File: src/common/radio_pkg.sv
`default_nettype none

package radio_pkg;

  // ************************************************************
  // widths and value types

  localparam int N_CHAN = 4;
  localparam int UP_TIMEOUT = 16;

  typedef logic [13:0] up_addr_t;
  typedef logic [31:0] up_data_t;
  typedef logic [15:0] axi_addr_t;
  typedef logic [11:0] raw_sample_t;
  typedef logic [15:0] sample_t;
  typedef logic [15:0] tdd_count_t;
  typedef logic [5:0]  blk_sel_t;
  typedef logic [7:0]  reg_off_t;
  typedef logic [1:0]  axi_resp_t;
  typedef logic [$clog2(UP_TIMEOUT+1)-1:0] tmo_count_t;

  // ************************************************************
  // address map, block select is word address 13:8

  localparam blk_sel_t RX_BASE  = 6'd0;
  localparam blk_sel_t TX_BASE  = 6'd1;
  localparam blk_sel_t TDD_BASE = 6'd2;

  localparam reg_off_t REG_VERSION    = 8'd0;
  localparam reg_off_t REG_SCRATCH    = 8'd1;
  localparam reg_off_t REG_RX_CTRL    = 8'd2;
  localparam reg_off_t REG_RX_STAT    = 8'd3;
  localparam reg_off_t REG_TX_CTRL    = 8'd0;
  localparam reg_off_t REG_TX_STAT    = 8'd1;
  localparam reg_off_t REG_TDD_CTRL   = 8'd0;
  localparam reg_off_t REG_TDD_FRAME  = 8'd1;
  localparam reg_off_t REG_TDD_RX_WIN = 8'd2;
  localparam reg_off_t REG_TDD_TX_WIN = 8'd3;

  localparam up_data_t  RADIO_VERSION = 32'h0001_0061;
  localparam axi_resp_t RESP_OKAY     = 2'b00;
  localparam axi_resp_t RESP_SLVERR   = 2'b10;

  // ************************************************************
  // bus structs

  typedef struct packed {
    logic      awvalid;
    axi_addr_t awaddr;
    logic      wvalid;
    up_data_t  wdata;
    logic      bready;
    logic      arvalid;
    axi_addr_t araddr;
    logic      rready;
  } axi_lite_req_t;

  typedef struct packed {
    logic      awready;
    logic      wready;
    logic      bvalid;
    axi_resp_t bresp;
    logic      arready;
    logic      rvalid;
    axi_resp_t rresp;
    up_data_t  rdata;
  } axi_lite_rsp_t;

  typedef struct packed {
    logic     wreq;
    up_addr_t waddr;
    up_data_t wdata;
    logic     rreq;
    up_addr_t raddr;
  } up_req_t;

  typedef struct packed {
    logic     wack;
    logic     rack;
    up_data_t rdata;
  } up_rsp_t;

  // ************************************************************
  // sample streams, index 0 is I0, then Q0, I1, Q1

  typedef struct packed {
    logic                         valid;
    raw_sample_t [N_CHAN-1:0]     data;
  } adc_raw_t;

  typedef struct packed {
    logic [N_CHAN-1:0]    enable;
    logic [N_CHAN-1:0]    valid;
    sample_t [N_CHAN-1:0] data;
  } adc_out_t;

  typedef struct packed {
    sample_t [N_CHAN-1:0] data;
  } dac_in_t;

  typedef struct packed {
    logic [N_CHAN-1:0] enable;
    logic [N_CHAN-1:0] valid;
  } dac_out_t;

  typedef struct packed {
    logic                     valid;
    raw_sample_t [N_CHAN-1:0] data;
  } dev_tx_t;

  typedef struct packed {
    logic rx_gate;
    logic tx_gate;
  } tdd_gate_t;

  // window register layout, end in the upper half
  typedef struct packed {
    tdd_count_t win_end;
    tdd_count_t win_start;
  } tdd_win_t;

  typedef enum logic [2:0] {IDLE, WRITE, READ, BRESP, RRESP} axi_state_e;

endpackage

`default_nettype wire

File: src/hdl/up_axi_lite.sv
`timescale 1ns/1ns
`default_nettype none

module up_axi_lite (
  input  logic                     clk,
  input  logic                     up_rstn,
  input  radio_pkg::axi_lite_req_t axi_req,
  output radio_pkg::axi_lite_rsp_t axi_rsp,
  output radio_pkg::up_req_t       up_req,
  input  radio_pkg::up_rsp_t       up_rsp
);

  import radio_pkg::*;

  axi_state_e state;
  tmo_count_t tmo_cnt;
  logic       tmo_done;

  // nobody answered this address
  assign tmo_done = (tmo_cnt == tmo_count_t'(UP_TIMEOUT - 1));

  always_ff @(posedge clk) begin
    if (!up_rstn) begin
      state <= IDLE;
      tmo_cnt <= '0;
      axi_rsp <= '0;
      up_req.wreq <= 1'b0;
      up_req.rreq <= 1'b0;
    end else begin
      // ready and request strobes are single cycle
      axi_rsp.awready <= 1'b0;
      axi_rsp.wready <= 1'b0;
      axi_rsp.arready <= 1'b0;
      up_req.wreq <= 1'b0;
      up_req.rreq <= 1'b0;
      case (state)
        IDLE: begin
          tmo_cnt <= '0;
          if (axi_req.awvalid && axi_req.wvalid) begin
            axi_rsp.awready <= 1'b1;
            axi_rsp.wready <= 1'b1;
            up_req.wreq <= 1'b1;
            up_req.waddr <= axi_req.awaddr[15:2];
            up_req.wdata <= axi_req.wdata;
            state <= WRITE;
          end else if (axi_req.arvalid) begin
            axi_rsp.arready <= 1'b1;
            up_req.rreq <= 1'b1;
            up_req.raddr <= axi_req.araddr[15:2];
            state <= READ;
          end
        end
        WRITE: begin
          tmo_cnt <= tmo_cnt + 1'b1;
          if (up_rsp.wack || tmo_done) begin
            axi_rsp.bvalid <= 1'b1;
            axi_rsp.bresp <= up_rsp.wack ? RESP_OKAY : RESP_SLVERR;
            state <= BRESP;
          end
        end
        READ: begin
          tmo_cnt <= tmo_cnt + 1'b1;
          if (up_rsp.rack || tmo_done) begin
            axi_rsp.rvalid <= 1'b1;
            axi_rsp.rresp <= up_rsp.rack ? RESP_OKAY : RESP_SLVERR;
            axi_rsp.rdata <= up_rsp.rack ? up_rsp.rdata : '0;
            state <= RRESP;
          end
        end
        BRESP: begin
          if (axi_req.bready) begin
            axi_rsp.bvalid <= 1'b0;
            state <= IDLE;
          end
        end
        RRESP: begin
          if (axi_req.rready) begin
            axi_rsp.rvalid <= 1'b0;
            state <= IDLE;
          end
        end
        default: state <= IDLE;
      endcase
    end
  end

  // responses wait for the master
  bvalid_hold: assert property (@(posedge clk) disable iff (!up_rstn)
    axi_rsp.bvalid && !axi_req.bready |=> axi_rsp.bvalid);

  rvalid_hold: assert property (@(posedge clk) disable iff (!up_rstn)
    axi_rsp.rvalid && !axi_req.rready |=> axi_rsp.rvalid && $stable(axi_rsp.rdata));

endmodule

`default_nettype wire

File: src/rx/radio_rx.sv
`timescale 1ns/1ns
`default_nettype none

module radio_rx (
  input  logic                clk,
  input  logic                up_rstn,
  input  radio_pkg::up_req_t  up_req,
  output radio_pkg::up_rsp_t  up_rsp,
  input  radio_pkg::adc_raw_t adc_raw,
  input  logic                rx_gate,
  input  logic                adc_dovf,
  output radio_pkg::adc_out_t adc_out
);

  import radio_pkg::*;

  up_data_t             scratch;
  logic [N_CHAN-1:0]    rx_enable;
  logic                 fmt_signed;
  logic                 ovf;
  logic                 wsel;
  logic                 rsel;
  up_data_t             rd_data;
  logic [N_CHAN-1:0]    adc_valid;
  sample_t [N_CHAN-1:0] adc_data;

  // ************************************************************
  // register bus

  assign wsel = up_req.wreq && (up_req.waddr[13:8] == RX_BASE);
  assign rsel = up_req.rreq && (up_req.raddr[13:8] == RX_BASE);

  always_comb begin
    case (up_req.raddr[7:0])
      REG_VERSION: rd_data = RADIO_VERSION;
      REG_SCRATCH: rd_data = scratch;
      REG_RX_CTRL: rd_data = {27'd0, fmt_signed, rx_enable};
      REG_RX_STAT: rd_data = {31'd0, ovf};
      default:     rd_data = '0;
    endcase
  end

  always_ff @(posedge clk) begin
    if (!up_rstn) begin
      up_rsp <= '0;
      scratch <= '0;
      rx_enable <= '0;
      fmt_signed <= 1'b0;
      ovf <= 1'b0;
    end else begin
      up_rsp.wack <= wsel;
      up_rsp.rack <= rsel;
      up_rsp.rdata <= rsel ? rd_data : '0;
      if (wsel) begin
        case (up_req.waddr[7:0])
          REG_SCRATCH: scratch <= up_req.wdata;
          REG_RX_CTRL: begin
            rx_enable <= up_req.wdata[N_CHAN-1:0];
            fmt_signed <= up_req.wdata[4];
          end
          REG_RX_STAT: if (up_req.wdata[0]) ovf <= 1'b0;
          default: ;
        endcase
      end
      // a new overflow beats a clear in the same cycle
      if (adc_dovf) ovf <= 1'b1;
    end
  end

  // ************************************************************
  // sample path, one register stage

  always_ff @(posedge clk) begin
    if (!up_rstn) begin
      adc_valid <= '0;
    end else begin
      adc_valid <= {N_CHAN{adc_raw.valid & rx_gate}} & rx_enable;
    end
  end

  always_ff @(posedge clk) begin
    for (int i = 0; i < N_CHAN; i++) begin
      if (fmt_signed) begin
        adc_data[i] <= {{4{adc_raw.data[i][11]}}, adc_raw.data[i]};
      end else begin
        adc_data[i] <= {4'd0, adc_raw.data[i]};
      end
    end
  end

  assign adc_out = '{enable: rx_enable, valid: adc_valid, data: adc_data};

  // valid follows the enable of the sampling cycle
  valid_en: assert property (@(posedge clk) disable iff (!up_rstn)
    (adc_valid & ~$past(rx_enable)) == '0);

endmodule

`default_nettype wire

File: src/tx/radio_tx.sv
`timescale 1ns/1ns
`default_nettype none

module radio_tx (
  input  logic               clk,
  input  logic               up_rstn,
  input  radio_pkg::up_req_t up_req,
  output radio_pkg::up_rsp_t up_rsp,
  input  logic               dev_tx_req,
  input  logic               tx_gate,
  input  radio_pkg::dac_in_t dac_in,
  input  logic               dac_dunf,
  output radio_pkg::dac_out_t dac_out,
  output radio_pkg::dev_tx_t dev_tx
);

  import radio_pkg::*;

  logic [N_CHAN-1:0]        tx_enable;
  logic                     unf;
  logic                     wsel;
  logic                     rsel;
  up_data_t                 rd_data;
  logic [N_CHAN-1:0]        dac_valid;
  logic                     dev_valid;
  raw_sample_t [N_CHAN-1:0] dev_data;

  // ************************************************************
  // register bus

  assign wsel = up_req.wreq && (up_req.waddr[13:8] == TX_BASE);
  assign rsel = up_req.rreq && (up_req.raddr[13:8] == TX_BASE);

  always_comb begin
    case (up_req.raddr[7:0])
      REG_TX_CTRL: rd_data = {28'd0, tx_enable};
      REG_TX_STAT: rd_data = {31'd0, unf};
      default:     rd_data = '0;
    endcase
  end

  always_ff @(posedge clk) begin
    if (!up_rstn) begin
      up_rsp <= '0;
      tx_enable <= '0;
      unf <= 1'b0;
    end else begin
      up_rsp.wack <= wsel;
      up_rsp.rack <= rsel;
      up_rsp.rdata <= rsel ? rd_data : '0;
      if (wsel && (up_req.waddr[7:0] == REG_TX_CTRL)) begin
        tx_enable <= up_req.wdata[N_CHAN-1:0];
      end
      if (wsel && (up_req.waddr[7:0] == REG_TX_STAT) && up_req.wdata[0]) begin
        unf <= 1'b0;
      end
      if (dac_dunf) unf <= 1'b1;
    end
  end

  // ************************************************************
  // dma requests, then the device word a cycle later

  always_ff @(posedge clk) begin
    if (!up_rstn) begin
      dac_valid <= '0;
      dev_valid <= 1'b0;
    end else begin
      dac_valid <= {N_CHAN{dev_tx_req & tx_gate}} & tx_enable;
      dev_valid <= |dac_valid;
    end
  end

  // keep the upper 12 bits, idle channels send zero
  always_ff @(posedge clk) begin
    for (int i = 0; i < N_CHAN; i++) begin
      dev_data[i] <= dac_valid[i] ? dac_in.data[i][15:4] : '0;
    end
  end

  assign dac_out = '{enable: tx_enable, valid: dac_valid};
  assign dev_tx = '{valid: dev_valid, data: dev_data};

endmodule

`default_nettype wire

File: src/tdd/tdd_ctrl.sv
`timescale 1ns/1ns
`default_nettype none

module tdd_ctrl (
  input  logic                 clk,
  input  logic                 up_rstn,
  input  radio_pkg::up_req_t   up_req,
  output radio_pkg::up_rsp_t   up_rsp,
  input  logic                 up_enable,
  input  logic                 up_txnrx,
  output radio_pkg::tdd_gate_t tdd_gate,
  output logic                 enable,
  output logic                 txnrx
);

  import radio_pkg::*;

  logic       tdd_on;
  tdd_count_t frame_len;
  tdd_win_t   rx_win;
  tdd_win_t   tx_win;
  tdd_count_t cnt;
  logic       wsel;
  logic       rsel;
  up_data_t   rd_data;
  logic       rx_open;
  logic       tx_open;

  // start is inclusive, end is not
  function automatic logic in_window(tdd_count_t count, tdd_win_t win);
    return (count >= win.win_start) && (count < win.win_end);
  endfunction

  // ************************************************************
  // register bus

  assign wsel = up_req.wreq && (up_req.waddr[13:8] == TDD_BASE);
  assign rsel = up_req.rreq && (up_req.raddr[13:8] == TDD_BASE);

  always_comb begin
    case (up_req.raddr[7:0])
      REG_TDD_CTRL:   rd_data = {31'd0, tdd_on};
      REG_TDD_FRAME:  rd_data = {16'd0, frame_len};
      REG_TDD_RX_WIN: rd_data = rx_win;
      REG_TDD_TX_WIN: rd_data = tx_win;
      default:        rd_data = '0;
    endcase
  end

  always_ff @(posedge clk) begin
    if (!up_rstn) begin
      up_rsp <= '0;
      tdd_on <= 1'b0;
      frame_len <= '0;
      rx_win <= '0;
      tx_win <= '0;
    end else begin
      up_rsp.wack <= wsel;
      up_rsp.rack <= rsel;
      up_rsp.rdata <= rsel ? rd_data : '0;
      if (wsel) begin
        case (up_req.waddr[7:0])
          REG_TDD_CTRL:   tdd_on <= up_req.wdata[0];
          REG_TDD_FRAME:  frame_len <= up_req.wdata[15:0];
          REG_TDD_RX_WIN: rx_win <= tdd_win_t'(up_req.wdata);
          REG_TDD_TX_WIN: tx_win <= tdd_win_t'(up_req.wdata);
          default: ;
        endcase
      end
    end
  end

  // ************************************************************
  // frame counter, 0 up to frame_len then wrap

  always_ff @(posedge clk) begin
    if (!up_rstn) begin
      cnt <= '0;
    end else if (!tdd_on || (cnt >= frame_len)) begin
      cnt <= '0;
    end else begin
      cnt <= cnt + 1'b1;
    end
  end

  // gates open wide when tdd is off
  assign rx_open = !tdd_on || in_window(cnt, rx_win);
  assign tx_open = !tdd_on || in_window(cnt, tx_win);

  assign tdd_gate = '{rx_gate: rx_open, tx_gate: tx_open};
  assign enable = tdd_on ? (rx_open | tx_open) : up_enable;
  assign txnrx = tdd_on ? tx_open : up_txnrx;

  // a shorter frame takes effect one cycle after the write
  cnt_in_frame: assert property (@(posedge clk) disable iff (!up_rstn)
    tdd_on && $stable(frame_len) |-> cnt <= frame_len);

endmodule

`default_nettype wire

File: src/hdl/radio_top.sv
`timescale 1ns/1ns
`default_nettype none

module radio_top (
  input  logic                     clk,
  input  logic                     up_rstn,
  input  radio_pkg::axi_lite_req_t axi_req,
  output radio_pkg::axi_lite_rsp_t axi_rsp,
  input  radio_pkg::adc_raw_t      adc_raw,
  output radio_pkg::adc_out_t      adc_out,
  input  logic                     adc_dovf,
  input  logic                     dev_tx_req,
  input  radio_pkg::dac_in_t       dac_in,
  output radio_pkg::dac_out_t      dac_out,
  input  logic                     dac_dunf,
  output radio_pkg::dev_tx_t       dev_tx,
  input  logic                     up_enable,
  input  logic                     up_txnrx,
  output logic                     enable,
  output logic                     txnrx
);

  import radio_pkg::*;

  up_req_t   up_req;
  up_rsp_t   up_rsp;
  up_rsp_t   rx_rsp;
  up_rsp_t   tx_rsp;
  up_rsp_t   tdd_rsp;
  tdd_gate_t tdd_gate;

  // idle blocks return zero, so an OR merges the answers
  always_ff @(posedge clk) begin
    if (!up_rstn) begin
      up_rsp <= '0;
    end else begin
      up_rsp.wack <= rx_rsp.wack | tx_rsp.wack | tdd_rsp.wack;
      up_rsp.rack <= rx_rsp.rack | tx_rsp.rack | tdd_rsp.rack;
      up_rsp.rdata <= rx_rsp.rdata | tx_rsp.rdata | tdd_rsp.rdata;
    end
  end

  up_axi_lite i_axi (
    .clk     (clk),
    .up_rstn (up_rstn),
    .axi_req (axi_req),
    .axi_rsp (axi_rsp),
    .up_req  (up_req),
    .up_rsp  (up_rsp));

  radio_rx i_rx (
    .clk      (clk),
    .up_rstn  (up_rstn),
    .up_req   (up_req),
    .up_rsp   (rx_rsp),
    .adc_raw  (adc_raw),
    .rx_gate  (tdd_gate.rx_gate),
    .adc_dovf (adc_dovf),
    .adc_out  (adc_out));

  radio_tx i_tx (
    .clk        (clk),
    .up_rstn    (up_rstn),
    .up_req     (up_req),
    .up_rsp     (tx_rsp),
    .dev_tx_req (dev_tx_req),
    .tx_gate    (tdd_gate.tx_gate),
    .dac_in     (dac_in),
    .dac_dunf   (dac_dunf),
    .dac_out    (dac_out),
    .dev_tx     (dev_tx));

  tdd_ctrl i_tdd (
    .clk       (clk),
    .up_rstn   (up_rstn),
    .up_req    (up_req),
    .up_rsp    (tdd_rsp),
    .up_enable (up_enable),
    .up_txnrx  (up_txnrx),
    .tdd_gate  (tdd_gate),
    .enable    (enable),
    .txnrx     (txnrx));

endmodule

`default_nettype wire

File: config.mk
export PLATFORM = sky130hd
export DESIGN_NAME = radio_top
export DESIGN_NICKNAME = d
export VERILOG_FILES = /design/src/common/radio_pkg.sv /design/src/hdl/up_axi_lite.sv /design/src/rx/radio_rx.sv /design/src/tx/radio_tx.sv /design/src/tdd/tdd_ctrl.sv /design/src/hdl/radio_top.sv
export SDC_FILE = /design/constraint.sdc
export NUM_CORES = 1
export LEC_CHECK = 0
export ABC_AREA = 1
export ABC_CLOCK_PERIOD_IN_PS = 3500
export BUFFER_PORTS_ARGS = -buffer_cell sky130_fd_sc_hd__buf_4
export CAP_MARGIN = 5
export CELL_PAD_IN_SITES_DETAIL_PLACEMENT = 1
export CELL_PAD_IN_SITES_GLOBAL_PLACEMENT = 1
export CORE_MARGIN = 3
export CORE_UTILIZATION = 30
export DETAILED_ROUTE_END_ITERATION = 6
export GPL_TIMING_DRIVEN = 0
export PLACE_DENSITY_LB_ADDON = 0.1
export SYNTH_ARGS = -nofsm -noshare
export SYNTH_HDL_FRONTEND = slang
export SYNTH_SLANG_ARGS = --single-unit
File: constraint.sdc
create_clock -name clk -period 3.5 [get_ports clk]
set_input_delay 0.35 -clock clk [delete_from_list [all_inputs] [get_ports clk]]
set_output_delay 0.35 -clock clk [all_outputs]
set_load 0.01 [all_outputs]
==> Implementation_results.wiki <==
{| class="wikitable"
! Metric !! Value
|-
| Outcome || completed
|-
| Vias after detailed routing || 14,600
|-
| Area of the die || 0.0587 mm^2
|-
| Dpl hpwl || 45.1 mm
|-
| Antenna violations before repair || 1
|-
| Top-level port count || 361
|-
| Startpoint class of the critical path || flip-flop
|-
| Critical path data arrival time || 2.99 ns
|-
| Crit path cell chain || inv_1 > ha_1 > nand4_1 > nand3_1 > nand2_1 > nand2_1 > nand2_1 > nand2_1 > nand3_1 > nand2_1 > o21a_1 > buf_4
|-
| Worst Skew || 0.0155 ns
|-
| Iteration count of the initial detailed-routing pass || 5
|-
| GR Util All Layers || 20.4%
|-
| Signed area change from the synthesized netlist to the final layout || 40.2%
|-
| ANT nets after route || 0
|-
| Clock tree from TritonCTS || done
|-
| Clock Sinks || 463
|-
| Drc violations || 0
|-
| Most common cell in the netlist || sky130_fd_sc_hd__dfxtp_1
|-
| Avg Cell Area, Syn || 9.16 um^2
|-
| Die outline height || 242 um
|-
| Most common library cells after synthesis || 403 x sky130_fd_sc_hd__dfxtp_1, 249 x sky130_fd_sc_hd__nand2_1, 247 x sky130_fd_sc_hd__inv_1
|-
| Worst Max-Slew Pin Slew || 1.19 ns
|-
| Per-cell routed wire length || 19.4 um
|-
| Sequential area share after synthesis || 58.9%
|-
| Combined area of all synthesized cells || 0.0167 mm^2
|-
| Number of max-cap violations || 0
|-
| Number of setup buffers added after CTS || 0
|-
| Clock period minus final worst setup slack || 3.34 ns
|-
| Final sum of negative setup slack || 0 ns
|-
| Cell occurring most often along the worst timing path || sky130_fd_sc_hd__nand2_1
|-
| Max stage delay cell, worst path || sky130_fd_sc_hd__dfxtp_1
|-
| Combinational family with the most area after synthesis || simple AND/OR/NAND/NOR gates
|-
| Setup-failing EPs final || 0
|-
| Share of the clock period used by the worst path after layout || 95.3%
|-
| Vias in the first global route || 15,400
|-
| Placement Rows || 85
|-
| IO buf count || 338
|-
| Fraction of final layout cells with drive strength greater than 1 || 19.6%
|-
| Area contributors post-synth || sky130_fd_sc_hd__dfxtp_1 48%, sky130_fd_sc_hd__edfxtp_1 11%, sky130_fd_sc_hd__ha_1 6.1%, sky130_fd_sc_hd__a21oi_1 6.0%, sky130_fd_sc_hd__nand2_1 5.6%
|-
| Library cell occupying the most area in the post-synthesis netlist || sky130_fd_sc_hd__dfxtp_1
|-
| First-pass GRT wire length || 92.2 mm
|-
| Flip-flop and latch count after synthesis || 463
|-
| Proportion of synthesized flip-flops having asynchronous set or reset || 0%
|-
| Number of H-tree branching levels || 2
|-
| Routed vias/inst || 4.61
|-
| Ys flop type || sky130_fd_sc_hd__dfxtp_1
|-
| Number of hold violations in the final report || 0
|-
| Effective utilization at floorplan || 30.7%
|-
| Final Max Tran Viols || 0
|-
| Number of warning messages in the yosys log || 0
|-
| EDFF count, synth || 60
|-
| Max Fclk || 0.300 GHz
|-
| CP delay by family, top || simple AND/OR/NAND/NOR gates
|-
| Multiplexer fraction of the synthesized cell area || 0%
|-
| Number of design-rule violations left by the first detailed-router iteration || 601
|-
| Post-synthesis adder-cell area fraction || 6.05%
|-
| Worst path bufs/invs || 2
|-
| CORE AREA || 0.0546 mm^2
|-
| Largest fanout of any net on the critical path || 6
|-
| Die W || 242 um
|-
| Routed wire length || 61.3 mm
|-
| Type of the worst setup path || reg -> out
|-
| Power Density || 490 mW/mm^2
|-
| Maximum clock insertion buffer count || 3
|-
| Worst supply voltage drop on vdd || 349 uV
|-
| Clock network latency to the later pin of the worst-skew pair || 0.59 ns
|-
| Sum of overflow across all layers after global routing || 0
|-
| Kind of end point of the critical path || output port
|-
| Clock transition time at the flip-flop clock pins of the worst setup and hold paths || 0.06 ns
|-
| Net count of the finished layout || 2,648
|-
| Path category of the worst min-delay check || in -> reg
|-
| Leakage power of the design || 10.0 nW
|-
| Worst slew margin relative to its limit || 20.6%
|-
| Post-synthesis xor/xnor area fraction || 0.732%
|-
| Area fraction in compound gates after synthesis || 12.5%
|-
| Slowest Stage Delay on Critical Path || 0.58 ns
|-
| Required time of the critical path || 3.15 ns
|-
| Number of cells produced by synthesis || 1,827
|-
| Util after Layout || 43.0%
|-
| Post-synth cell types || 45
|-
| Weighted congestion at the end of routability-driven global placement || 0.818
|-
| Number of buffers created by CTS || 51
|-
| Area share of the leading cell type in the synthesized netlist || 48.2%
|-
| Largest net degree at the start of global routing || 25
|-
| Share of synthesized cell area in and, or, nand and nor gates || 13.5%
|-
| RSZ-0062 raised after global routing || no
|-
| Cell at the root of the clock tree || sky130_fd_sc_hd__clkbuf_16
|}
cells by family (layout without fill, tap and decap cells):
family	count (synthesis)	count (layout)
and+or+nand+nor	528	528
DFF	463	463
AOI/OAI and AO/OA	395	395
buffers and inverters	345	938
adders and majority gates	81	81
xor gates and xnor gates	14	14
other	1	3
state kept, by name, indices dropped and copies added, names as in the netlist, 3 cells and up:
signal,cells
i_axi.up_req,62
i_rx.adc_out,52
i_tx.dev_tx,48
i_axi.axi_rsp,36
i_rx.up_rsp,34
i_tdd.up_rsp,34
up_rsp,34
i_rx.scratch,32
i_tdd.rx_win,32
i_tdd.tx_win,32
i_tdd.cnt,16
i_tdd.frame_len,16
i_tx.up_rsp,6
i_axi.tmo_cnt,5
i_rx.adc_valid,4
i_rx.rx_enable,4
i_tx.dac_valid,4
i_tx.tx_enable,4
i_axi.state,3
placed cells by master, fill, tap and decap left out, drive strengths merged, types with 2 or more instances in the layout:
| cell type | n |
|---|---|
| nand2 | 251 |
| xnor2 | 5 |
| bufinv | 3 |
| nor3 | 62 |
| o22ai | 32 |
| or2 | 5 |
| o21bai | 2 |
| o21ai | 140 |
| a211oi | 5 |
| o221ai | 5 |
| nand3 | 26 |
| a21oi | 201 |
| nor2 | 158 |
| conb | 2 |
| clkbuf | 119 |
| xor2 | 9 |
| edfxtp | 60 |
| buf | 378 |
| dlygate4sd3 | 158 |
| ha | 81 |
| nand4 | 13 |
| nor4 | 8 |
| o21a | 6 |
| dfxtp | 403 |
| inv | 257 |
| nor3b | 3 |
| clkinv | 23 |
path summary, 6_finish.rpt:
| check | from | to | slack (ns) | cells past startpoint |
|---|---|---|---|---|
| setup / recovery | i_tdd.cnt[0] | txnrx | 0.16 | 12 |
| hold / removal | axi_req[17] | i_axi.up_req[14] | 0.05 | 3 |
| setup reg to reg | i_tdd.cnt[11] | i_tdd.cnt[3] | 0.96 | 7 |
| hold reg to reg | i_rx.scratch[26] | i_rx.up_rsp[26] | 0.44 | 2 |
report_power, final:
| part | internal [mW] | switching (mW) |
|---|---|---|
| Clock | 3.06 | 2.26 |
| Sequential | 5.47 | 0.0679 |
| Combinational | 0.339 | 0.301 |
| Total | 8.88 | 2.63 |
cell type report:
cell class                 instances  area (um^2)
antenna                            1         2.50
clock buffer                      68         1410
clock inverter                    28          238
timing repair buffer             497         4150
buffer                            90          423
inverter                         255          957
multi-input combinational       1020         5510
fill                            6256        31100
sequential                       463         9870
tap                              739          925
metal layers:
layer,vias to the layer above,share of wire [%],global-route usage [%]
li1,7060,-,-
met1,7097,44,25.5
met2,326,49,36.2
met3,91,4.1,3.32
met4,0,2.7,5.76
met5,-,0,0
stage by stage:
step                      area (um^2)  worst slack, ns  power, mW  instances  hold slack [ns]
after floorplan                 16700            0.305       5.82       1828            0.378
final                           23500            0.165       11.5       3161           0.0485
after global placement          20200            -1.70       6.13       2905            0.432
after detailed placement        20200            0.506       6.14       2906            0.426
after global routing            23500           0.0284       11.9       3161           0.0423
after CTS                       23500           0.0621       11.6       3160           0.0196
repair_timing:
action | in CTS | in global routing
gates resized for setup | 0 | 1
endpoints found under the hold margin | 162 | 0
hold buffers | 158 | 0
setup endpoints to repair | 0 | 1
tightest hold or removal path, stage by stage:
cell and delay (ns):
sky130_fd_sc_hd__buf_4 0.09, sky130_fd_sc_hd__nand2_1 0.06, sky130_fd_sc_hd__nor2_1 0.10
No activity file was read; power rests on OpenSTA's default activity.
